[config.mk]
export PLATFORM = sky130hd
export DESIGN_NAME = commit_agg
export DESIGN_NICKNAME = d
export VERILOG_FILES = /design/src/hw/pkg_tpu.sv /design/src/hw/pkg_mpu.sv /design/src/hw/commit_agg.sv
export VERILOG_INCLUDE_DIRS = /design/src /design/src/hw
export SDC_FILE = /design/constraint.sdc
export NUM_CORES = 1
export LEC_CHECK = 0
export ABC_AREA = 1
export BUFFER_PORTS_ARGS = -buffer_cell sky130_fd_sc_hd__buf_4
export CORE_MARGIN = 1.5
export CORE_UTILIZATION = 35
export CTS_BUF_LIST = sky130_fd_sc_hd__clkbuf_4 sky130_fd_sc_hd__clkbuf_8
export DETAILED_ROUTE_END_ITERATION = 16
export SLEW_MARGIN = 20
export SYNTH_ARGS = -nofsm -noshare
export SYNTH_HDL_FRONTEND = slang
export SYNTH_SLANG_ARGS = --single-unit
[constraint.sdc]
create_clock -name clock -period 2.35 [get_ports clock]
set_input_delay 0.47 -clock clock [delete_from_list [all_inputs] [get_ports clock]]
set_output_delay 0.47 -clock clock [all_outputs]
set_load 0.05 [all_outputs]
[src/hw/blas_macros.svh]
/*
 * Build-time sizing of the BLAS engine
 * Grid shape, data word width, dmem depth and issue-number width
 */

`ifndef BLAS_MACROS_SVH
`define BLAS_MACROS_SVH

// Tile grid
`define BLAS_NUM_ROWS		2
`define BLAS_NUM_CLMS		2

// Word and memory sizing
`define BLAS_DATA_W			16
`define BLAS_DMEM_DEPTH		16		// Power of two, address width follows

// Issue tag, wraps around
`define BLAS_ISSUE_W		4

`endif

[src/hw/pkg_tpu.sv]
/*
 * Tile-side types
 * Derived widths, opcodes, instruction word, TPU dmem access, route packet
 */

`include "blas_macros.svh"

package pkg_tpu;

	localparam int ADDR_W	= $clog2(`BLAS_DMEM_DEPTH);
	localparam int ROW_W	= (`BLAS_NUM_ROWS > 1) ? $clog2(`BLAS_NUM_ROWS) : 1;
	localparam int CLM_W	= (`BLAS_NUM_CLMS > 1) ? $clog2(`BLAS_NUM_CLMS) : 1;

	typedef logic [`BLAS_DATA_W-1:0]	data_t;
	typedef logic [ADDR_W-1:0]			addr_t;

	typedef enum logic [1:0] {
		OP_ADD,
		OP_SUB,
		OP_MUL,		// Low half of the product
		OP_MAX		// Unsigned
	} op_t;

	// dst = src_a <op> src_b
	typedef struct packed {
		op_t				op;
		addr_t				dst;
		addr_t				src_a;
		addr_t				src_b;
	} instr_t;

	typedef struct packed {
		logic				rd;
		logic				wr;
		addr_t				addr;
		data_t				data;
	} ldst_t;

	typedef enum logic {
		RT_ST,
		RT_LD
	} rt_kind_t;

	typedef struct packed {
		logic				valid;
		rt_kind_t			kind;
		logic [ROW_W-1:0]	row;
		logic [CLM_W-1:0]	clm;
		addr_t				addr;
		data_t				data;
	} route_pkt_t;

endpackage

[src/hw/pkg_mpu.sv]
/*
 * Host-side types
 * Tile mask, host command with its decoded payload, result and status
 */

`include "blas_macros.svh"

package pkg_mpu;

	localparam int NUM_TILES = `BLAS_NUM_ROWS * `BLAS_NUM_CLMS;

	// Instruction view is padded to the width of the memory view
	localparam int PAD_W = pkg_tpu::ADDR_W + `BLAS_DATA_W - $bits(pkg_tpu::instr_t);

	typedef logic [NUM_TILES-1:0]		tile_mask_t;	// Bit row*CLMS + clm
	typedef logic [`BLAS_ISSUE_W-1:0]	issue_no_t;

	typedef enum logic [1:0] {
		CMD_ST,
		CMD_LD,
		CMD_ISSUE
	} cmd_kind_t;

	typedef struct packed {
		pkg_tpu::addr_t		addr;
		pkg_tpu::data_t		data;
	} mem_acc_t;

	typedef struct packed {
		pkg_tpu::instr_t	instr;
		logic [PAD_W-1:0]	pad;
	} instr_cmd_t;

	// One payload word, read by command kind
	typedef union packed {
		mem_acc_t			mem;
		instr_cmd_t			ins;
	} cmd_payload_u;

	typedef struct packed {
		cmd_kind_t					kind;
		logic [pkg_tpu::ROW_W-1:0]	row;
		logic [pkg_tpu::CLM_W-1:0]	clm;
		tile_mask_t					mask;		// Issue only
		cmd_payload_u				payload;
	} mpu_in_t;

	typedef enum logic {
		OUT_LD,
		OUT_COMMIT
	} out_kind_t;

	typedef struct packed {
		logic				valid;
		out_kind_t			kind;
		issue_no_t			issue_no;
		pkg_tpu::data_t		data;
	} mpu_out_t;

	typedef struct packed {
		logic				busy;
		logic				error;
		logic [3:0]			commit_cnt;
		logic [3:0]			drop_cnt;
	} mpu_stat_t;

endpackage

[src/hw/commit_agg.sv]
/*
 * Commit aggregator
 * Gathers per-tile term pulses against the issue mask into one commit,
 * sticky flag for term issue numbers that do not match
 */

`timescale 1ns/1ns
`include "blas_macros.svh"

module commit_agg (
	input	logic													clock,
	input	logic													arst_n,
	input	logic													issue_req,
	input	pkg_mpu::tile_mask_t									issue_mask,
	input	logic [`BLAS_ISSUE_W-1:0]								issue_no,
	output	logic													commit_req,
	output	logic [`BLAS_ISSUE_W-1:0]								commit_no,
	input	pkg_mpu::tile_mask_t									term,
	input	logic [pkg_mpu::NUM_TILES-1:0][`BLAS_ISSUE_W-1:0]		term_no,
	output	logic													mismatch
);

	pkg_mpu::tile_mask_t		en;
	pkg_mpu::tile_mask_t		done;
	pkg_mpu::tile_mask_t		bad;
	logic						active;

	always_comb begin
		for (int i = 0; i < pkg_mpu::NUM_TILES; i++)
			bad[i] = term[i] && (term_no[i] != commit_no);
	end

	always_ff @(posedge clock) begin
		if (issue_req)
			commit_no <= issue_no;
	end

	always_ff @(posedge clock or negedge arst_n) begin
		if (!arst_n) begin
			en			<= '0;
			done		<= '0;
			active		<= 1'b0;
			commit_req	<= 1'b0;
			mismatch	<= 1'b0;
		end else begin
			commit_req <= 1'b0;
			if (issue_req) begin
				en			<= issue_mask;
				done		<= '0;
				active		<= (issue_mask != '0);
				commit_req	<= (issue_mask == '0);		// Nothing to wait for
			end else if (active) begin
				done <= done | term;
				if ((done | term) == en) begin
					commit_req	<= 1'b1;
					active		<= 1'b0;
				end
			end
			if (|bad)
				mismatch <= 1'b1;
		end
	end

endmodule

==> impl_metrics.ini, run 1 <==
[status]
outcome = finished clean

[global_route]
grt_pass1_vias = 755
overflow = 0
grt_usage_pct = 14.98
grt_first_pass_wirelength_mm = 3.146
grt_max_degree = 17
antenna_found_initial = 0

[flow_run]
drv_cap = 0

[power_and_ir_drop]
pwr-share-seq_pct = 49.7
intPower_w = 0.0004276
switchingPower_w = 0.0001869
switching_share_pct = 30.42
pwr-share-comb_pct = 27.3
peakVddDrop_mv = 0.3632
powerDensity_mw_per_mm2 = 495.6
power_frac_clock_pct = 23.0
leakage_nw = 0.7129

[final_layout]
fin_nets = 205
multi_input_area_um2 = 412.9
drive_gt1_share_pct = 26.01
utilization_pct = 50.51
diodes = 0
fillers = 248
syn_to_final_growth_pct = 38.02
regArea_um2 = 395.4

[timing]
max_freq_mhz = 673.2
finalCritPeriodShare_pct = 63.21
hold_violations = 0
rsz0062_at_grt = no
setup_viol = 0
fin_skew_ns = 0.01401
maxSlewHeadroom_pct = 82.95
drv_slew = 0
setup_tns_ns = 0
worst_pin_slew_ns = 0.2557
period_needed_ns = 1.485

[setup_path]
arrival_ns = 1.02
path_buf_inv = 1
cp_slowest_cell = edfxtp_1
start_kind = register
rr_worst_depth = 8
crit_path_end_kind = output pin
cp_num_cells = 1
cp.required_ns = 1.88
path_max_fanout = 6
cpPeakStageDelay_ns = 0.51
crit_chain = buf_4
crit_type = reg2out
crit_family = flip-flops

[place]
port_buffers = 36
dp_hpwl_mm = 1.605
gp_congestion = 0.7803

[yosys]
synth_area_leaders = dfrtp_1, nand2_1, edfxtp_1, inv_1, xor2_1
synth-main-ff-cell = dfrtp_1
yosys_warnings = 0
ys_types = 12
synthCells = 133
ys_ff_latch = 15
syn_area_um2 = 898.4
yosysMostFrequentCell = nand2_1
synth_top_cell_by_area = dfrtp_1
ys_seq_area_share_pct = 44.01
synth_commonest_cells = nand2_1, inv_1, nor2_1
synth.net_count = 164
postSynthAreaPerCell_um2 = 6.755
ys_async_sr_fraction_pct = 73.33
synth_top_area_share_pct = 30.64
synth_edf_count = 4

[drt]
drc = 0
drt_iter0_markers = 9
wire_per_inst_um = 9.222
ant_nets = 0
routed_wl_mm = 1.872
routed_via_density = 4.335
drt-pass1-iter-count = 4
vias = 880

[die]
die_y_um = 53.67
coreArea_mm2 = 0.002455
dieWidth_um = 53.67
num_io_pins = 37
rows = 18
floorplan.initialDensity_pct = 36.60
die_area_mm2 = 0.002880

[clock_network]
htree_levels = 1
cts.sinks = 15
root_buffer = clkbuf_4
cts_buffers = 3
insertion_delay_ns = 0.28
path_clk_slew_ns = 0.08
cts_tree = done
clockBufferDepth = 2

[min_path]
hp-class = in2reg
min_path_cells = 1
through the flow:
stage | std cells | power (W) | setup slack, ns | cell area, µm² | hold WS, ns
after global routing | 203 | 0.0006638 | 0.8115 | 1240 | 0.3530
after floorplan | 133 | 0.0004052 | 0.9881 | 898.4 | 0.1744
after CTS | 203 | 0.0006260 | 0.8514 | 1240 | 0.3673
final | 203 | 0.0006145 | 0.8646 | 1240 | 0.3766
after global placement | 198 | 0.0004769 | 1.119 | 1202 | 0.3116
after detailed placement | 198 | 0.0004800 | 1.106 | 1202 | 0.3138
state kept, by name, indices dropped and copies added (netlist names):
register    cells
mismatch        1
en              4
active          1
done            4
commit_no       4
commit_req      1
metal layers:
layer,GRT usage [%],vias to the layer above,part of all wire (%)
met4,4.701,0,0.91
li1,-,474,-
met2,23.78,21,47
met1,20.00,383,47
met5,0,-,0
met3,3.611,2,5.1
power groups by stage:
stage	Clock (W)	Combinational, W	Sequential, W
2_1_floorplan	0	0.0000755	0.000330
3_3_place_gp	0	0.000166	0.000311
4_1_cts	0.000149	0.000171	0.000306
6_report	0.000141	0.000168	0.000306
3_5_place_dp	0	0.000169	0.000311
5_1_grt	0.000165	0.000190	0.000309
layout by cell type, fill, tap and decap left out:
| cell | count |
|---|---|
| clkinv_2 | 1 |
| nor2_2 | 1 |
| nand2_1 | 54 |
| nor2_1 | 18 |
| dlygate4sd3_1 | 1 |
| buf_4 | 36 |
| edfxtp_1 | 4 |
| o22ai_1 | 1 |
| clkbuf_4 | 3 |
| xor2_1 | 8 |
| inv_1 | 19 |
| nand3_1 | 3 |
| o21ai_0 | 9 |
| dfrtp_1 | 11 |
| inv_2 | 4 |
cells by family after synthesis:
family | after synthesis | share of synthesized area [%]
AO/OA/AOI/OAI | 10 | 5.710
XOR/XNOR | 8 | 7.800
buffers and inverters | 24 | 10.03
flip-flops | 15 | 44.01
AND/OR/NAND/NOR | 76 | 32.45
timing repair:
item,CTS,global route
hold endpoints to repair,4,0
gates resized for setup,0,0
hold buffers,1,0
buffers inserted,0,0
layout make-up:
type	count	share of cell area, %
clock inverter	1	0.4036
multi-input combinational	94	33.30
sequential	15	31.89
inverter	23	6.963
timing repair buffer	37	22.60
clock buffer	3	1.816
tap	30	3.027
path summary, 6_finish.rpt:
path | from | end | slack [ns]
worst max-delay path | commit_no[2] | commit_no[2] | 0.86
worst min-delay path | issue_no[3] | commit_no[3] | 0.38
worst max register to register | commit_no[0] | mismatch | 1.19
worst min register to register | mismatch | mismatch | 0.49
max in group asynchronous | arst_n | en[0] | 1.64
min in group asynchronous | arst_n | done[3] | 0.55
(Power assumes the default switching activity.)
==> run 2, diff against run 1 <==
- clock period: 2.35 -> 1.2 ns (I/O delays scaled with it)
==> run 2 against run 1 <==
Net effect:
- the flow now finishes with violations (setup timing)
- flip-flop and latch count is the same
- hold slack worse by 0.24 ns
- worst setup slack worse by 0.91 ns
- die area is the same
- combinational power rose by 120%
- total power increased by 100%
- critical endpoint unchanged
==> impl_metrics.ini, run 2 (synthesis gave the netlist of run 1 again) <==
[final_layout]
layout_commonest_cell = nand2_1
multi_input_area_um2 = 422.9
fin_nets = 209
diodes = 0
reg.largest.list = commit_no (4), done (4), en (4)
fillers = 253
final_cell_mix = nand2_1, buf_4, inv_1, nor2_1, dfrtp_1
drive_gt1_share_pct = 29.94
syn_to_final_growth_pct = 44.43
regArea_um2 = 395.4

[global_route]
grt_usage_pct = 15.26
overflow = 0
antenna_found_initial = 0
grt_first_pass_wirelength_mm = 3.160
grt_max_degree = 17
grt_pass1_vias = 793

[timing]
worst_pin_slew_ns = 0.2813
drv_slew = 0
rsz0062_at_grt = yes
setup_tns_ns = -0.04488
max_freq_mhz = 803.3
period_needed_ns = 1.245
finalWorstSetupSlack_ns = -0.04488
hold-worst-slack_ns = 0.1365
finalCritPeriodShare_pct = 103.7
fin_skew_ns = 0.002214
setup_viol = 1
hold_violations = 0
maxSlewHeadroom_pct = 81.25

[drt]
drt-pass1-iter-count = 4
wire_per_inst_um = 9.357
vias = 899
ant_nets = 0
drc = 0
drt_iter0_markers = 9
routed_wl_mm = 1.937
routed_via_density = 4.343

[die]
floorplan.initialDensity_pct = 36.60
dieWidth_um = 53.67
coreArea_mm2 = 0.002455
die_area_mm2 = 0.002880
num_io_pins = 37
rows = 18
die_y_um = 53.67

[status]
outcome = finished with violations
violations = setup timing

[setup_path]
path_max_fanout = 6
crit_chain = buf_6
crit_family = flip-flops
cpPeakStageDelay_ns = 0.52
crit_path_end_kind = output pin
crit_type = reg2out
cp_slowest_cell = edfxtp_1
crit_start = commit_no[2]
path_buf_inv = 1
start_kind = register
arrival_ns = 1.00
timing.rr.start = commit_no[2]
cp.required_ns = 0.96

[place]
gp_congestion = 0.7654
dp_hpwl_mm = 1.584
port_buffers = 36

[clock_network]
clockBufferDepth = 2
insertion_delay_ns = 0.27
htree_levels = 1
path_clk_slew_ns = 0.08
cts.sinks = 15
root_buffer = clkbuf_4
cts_buffers = 3
cts_tree = done

[power_and_ir_drop]
intPower_w = 0.0008868
leakage_nw = 0.7384
switching_share_pct = 29.60
powerDensity_mw_per_mm2 = 970.8
peakVddDrop_mv = 0.8269
pwr-share-seq_pct = 47.1
power_frac_clock_pct = 23.8
pwr-share-comb_pct = 29.1
switchingPower_w = 0.0003728

[min_path]
hp-class = in2reg
hold_start = issue_no[2]

[flow_run]
drv_cap = 0
[run 2: layout make-up]
| type | instances | area share [%] |
|---|---|---|
| Sequential cell | 15 | 30.47 |
| Inverter | 23 | 6.654 |
| Tap cell | 30 | 2.893 |
| Timing Repair Buffer | 41 | 25.07 |
| Clock buffer | 4 | 2.314 |
| Multi-Input combinational cell | 94 | 32.59 |
[run 2: worst paths after layout]
path | slack (ns) | end | depth (start not counted)
min reg2reg | 0.48 | mismatch | 2
min | 0.14 | commit_no[2] | 1
max in group asynchronous | 0.73 | en[0] | 2
max reg2reg | 0.01 | mismatch | 7
max | -0.04 | commit_no[2] | 1
min in group asynchronous | 0.33 | done[1] | 2
[run 2: through the flow]
step	utilization, %	power (W)	instance area (µm²)	setup WS [ns]	std cells
floorplan	-	0.0007935	898.4	-0.1603	133
global placement	48.98	0.0009342	1202	0.02735	198
detailed placement	48.98	0.0009407	1202	0.005531	198
CTS	52.14	0.001267	1280	-0.05915	207
global route	52.85	0.001356	1297	-0.1064	207
finish	52.85	0.001260	1297	-0.04488	207
[run 2: per-layer routing]
metal	routed length [µm]	vias up	share of wire (%)	GRT usage [%]
met5	0	-	0	0
li1	-	484	-	-
met4	10	0	0.52	5.128
met3	97	2	5.0	3.333
met2	949	23	49	26.63
met1	879	390	45	18.40
[run 2: power groups by stage]
stage | Sequential (W) | Combinational, W | Clock [W]
6_report | 0.000593 | 0.000367 | 0.000300
3_3_place_gp | 0.000608 | 0.000327 | 0
2_1_floorplan | 0.000646 | 0.000148 | 0
3_5_place_dp | 0.000610 | 0.000331 | 0
5_1_grt | 0.000598 | 0.000412 | 0.000346
4_1_cts | 0.000591 | 0.000363 | 0.000312
[run 2: timing repair]
item,in CTS,in global routing
hold buffers,1,0
hold endpoints to repair,11,0
resized for setup,2,6
pin swaps,1,1
endpoints found under the setup margin,4,4
setup buffers,4,0
==> run 3, diff against run 2 <==
- MAX_ROUTING_LAYER: unset -> met4
- RECOVER_POWER: unset -> 50
- TNS_END_PERCENT: unset -> 1
==> run 3 against run 2 <==
Net effect:
- the flow still finishes with violations (setup timing)
- core utilization shrank 1.4 points
- via count shrank 2.0%
- die area is the same
- clock-buffer cell count is the same
- sequential power grew 0.8%
- clock power is essentially flat
- non-clock buffer count shrank 3
- total power shrank 1.6%
==> impl_metrics.ini, run 3 (synthesis gave the netlist of run 1 again) <==
[status]
outcome = finished with violations
violations = setup timing

[setup_path]
arrival_ns = 1.01
crit_start = commit_no[2]
rrSetupSlack_ns = 0.02
cp_num_cells = 1
cpPeakStageDelay_ns = 0.52
start_kind = register
cp_slowest_cell = edfxtp_1
cp.required_ns = 0.96
path_buf_inv = 1
path_max_fanout = 6
cp-endpoint = commit_no[2]
crit_path_end_kind = output pin
crit_chain = buf_6
crit_type = reg2out
timing.rr.start = commit_no[2]
crit_family = flip-flops
rr_worst_depth = 7
worstReg2RegEnd = mismatch

[place]
port_buffers = 36
dp_hpwl_mm = 1.584
place_ws_ns = 0.005531
gp_congestion = 0.7755
place_inst = 198

[power_and_ir_drop]
peakVddDrop_mv = 0.8213
leakage_nw = 0.7156
powerDensity_mw_per_mm2 = 982.2

[clock_network]
path_clk_slew_ns = 0.08
cts_tree = done
cts_buffers = 3
cts.sinks = 15
root_buffer = clkbuf_4
htree_levels = 1
insertion_delay_ns = 0.27
clockBufferDepth = 2

[final_layout]
fin_nets = 206
layout_commonest_cell = nand2_1
reg.largest.list = commit_no (4), done (4), en (4)
multi_input_area_um2 = 417.9
final_cell_mix = nand2_1, buf_4, inv_1, nor2_1, dfrtp_1
diodes = 0
fillers = 255
regArea_um2 = 395.4
drive_gt1_share_pct = 26.44
final_cells = 204
syn_to_final_growth_pct = 40.53

[die]
floorplan.initialDensity_pct = 36.60
dieWidth_um = 53.67
num_io_pins = 37
die_area_mm2 = 0.002880
coreArea_mm2 = 0.002455
rows = 18
die_y_um = 53.67

[drt]
drt-pass1-iter-count = 4
wire_per_inst_um = 9.275
ant_nets = 0
routed_wl_mm = 1.892
vias = 881
drc = 0
routed_via_density = 4.319
drt_iter0_markers = 8

[global_route]
grt_max_degree = 17
grt_first_pass_wirelength_mm = 3.139
overflow = 0
antenna_found_initial = 0
grt_usage_pct = 15.64
grt_pass1_vias = 771

[timing]
worst_pin_slew_ns = 0.6137
setup_viol = 3
period_needed_ns = 1.245
max_freq_mhz = 803.2
maxSlewHeadroom_pct = 59.09
setup_tns_ns = -0.08340
finalCritPeriodShare_pct = 103.8
finalWorstSetupSlack_ns = -0.04504
hold-worst-slack_ns = 0.1584
hold_violations = 0
rsz0062_at_grt = yes
fin_skew_ns = 0.002188
drv_slew = 0

[min_path]
hp-class = in2reg

[flow_run]
drv_cap = 0
## run 3: cell types whose count changed in the layout (fill, tap and decap cells not counted), sizes merged
cell | before | now
buf | 40 | 31
clkbuf | 4 | 10
## run 3: what timing repair did
| item | 4_1_cts | 5_1_grt |
|---|---|---|
| pin swaps | 1 | 4 |
| buffers inserted | 1 | 0 |
| resized for setup | 4 | 2 |
| hold endpoints to repair | 11 | 0 |
| hold buffers | 1 | 0 |
| endpoints found under the setup margin | 4 | 5 |
## run 3: how the worst min path moves through the flow
stage                            from           end  slack (ns)  cells after the start
after floorplan                arst_n        active       -0.06                      0
after global placement         arst_n       done[1]        0.08                      1
after detailed placement       arst_n       done[1]        0.09                      1
after CTS                 issue_no[2]  commit_no[2]        0.13                      1
after global routing      issue_no[2]  commit_no[2]        0.13                      1
final                     issue_no[2]  commit_no[2]        0.16                      1
## run 3: through the flow
stage / power, W / area [µm²] / utilization, %
finish: 0.001240 / 1262 / 51.43
global route: 0.001336 / 1262 / 51.43
CTS: 0.001259 / 1265 / 51.53
detailed placement: 0.0009407 / 1202 / 48.98
global placement: 0.0009342 / 1202 / 48.98
floorplan: 0.0007935 / 898.4 / -
## run 3: area by class of cell
class / instances / share of cell area [%]
Multi-Input combinational cell: 94 / 33.10
Tap cell: 30 / 2.973
Clock buffer: 4 / 2.379
Sequential cell: 15 / 31.32
Timing Repair Buffer: 38 / 23.39
Inverter: 23 / 6.838
## run 3: report_power, final
part	internal [W]	switching [W]	total [W]
clock	0.000151	0.000149	0.000300
combinational	0.000156	0.000185	0.000341
sequential	0.000565	0.0000331	0.000598
total	0.000873	0.000367	0.00124
## run 3: metal layers
layer | up-vias | routed length, µm | part of all wire (%) | global-route usage, %
li1 | 477 | - | - | -
met1 | 379 | 887 | 47 | 18.75
met2 | 23 | 897 | 47 | 26.02
met3 | 2 | 97 | 5.1 | 3.333
met4 | 0 | 10 | 0.53 | 5.128
met5 | - | 0 | 0 | -
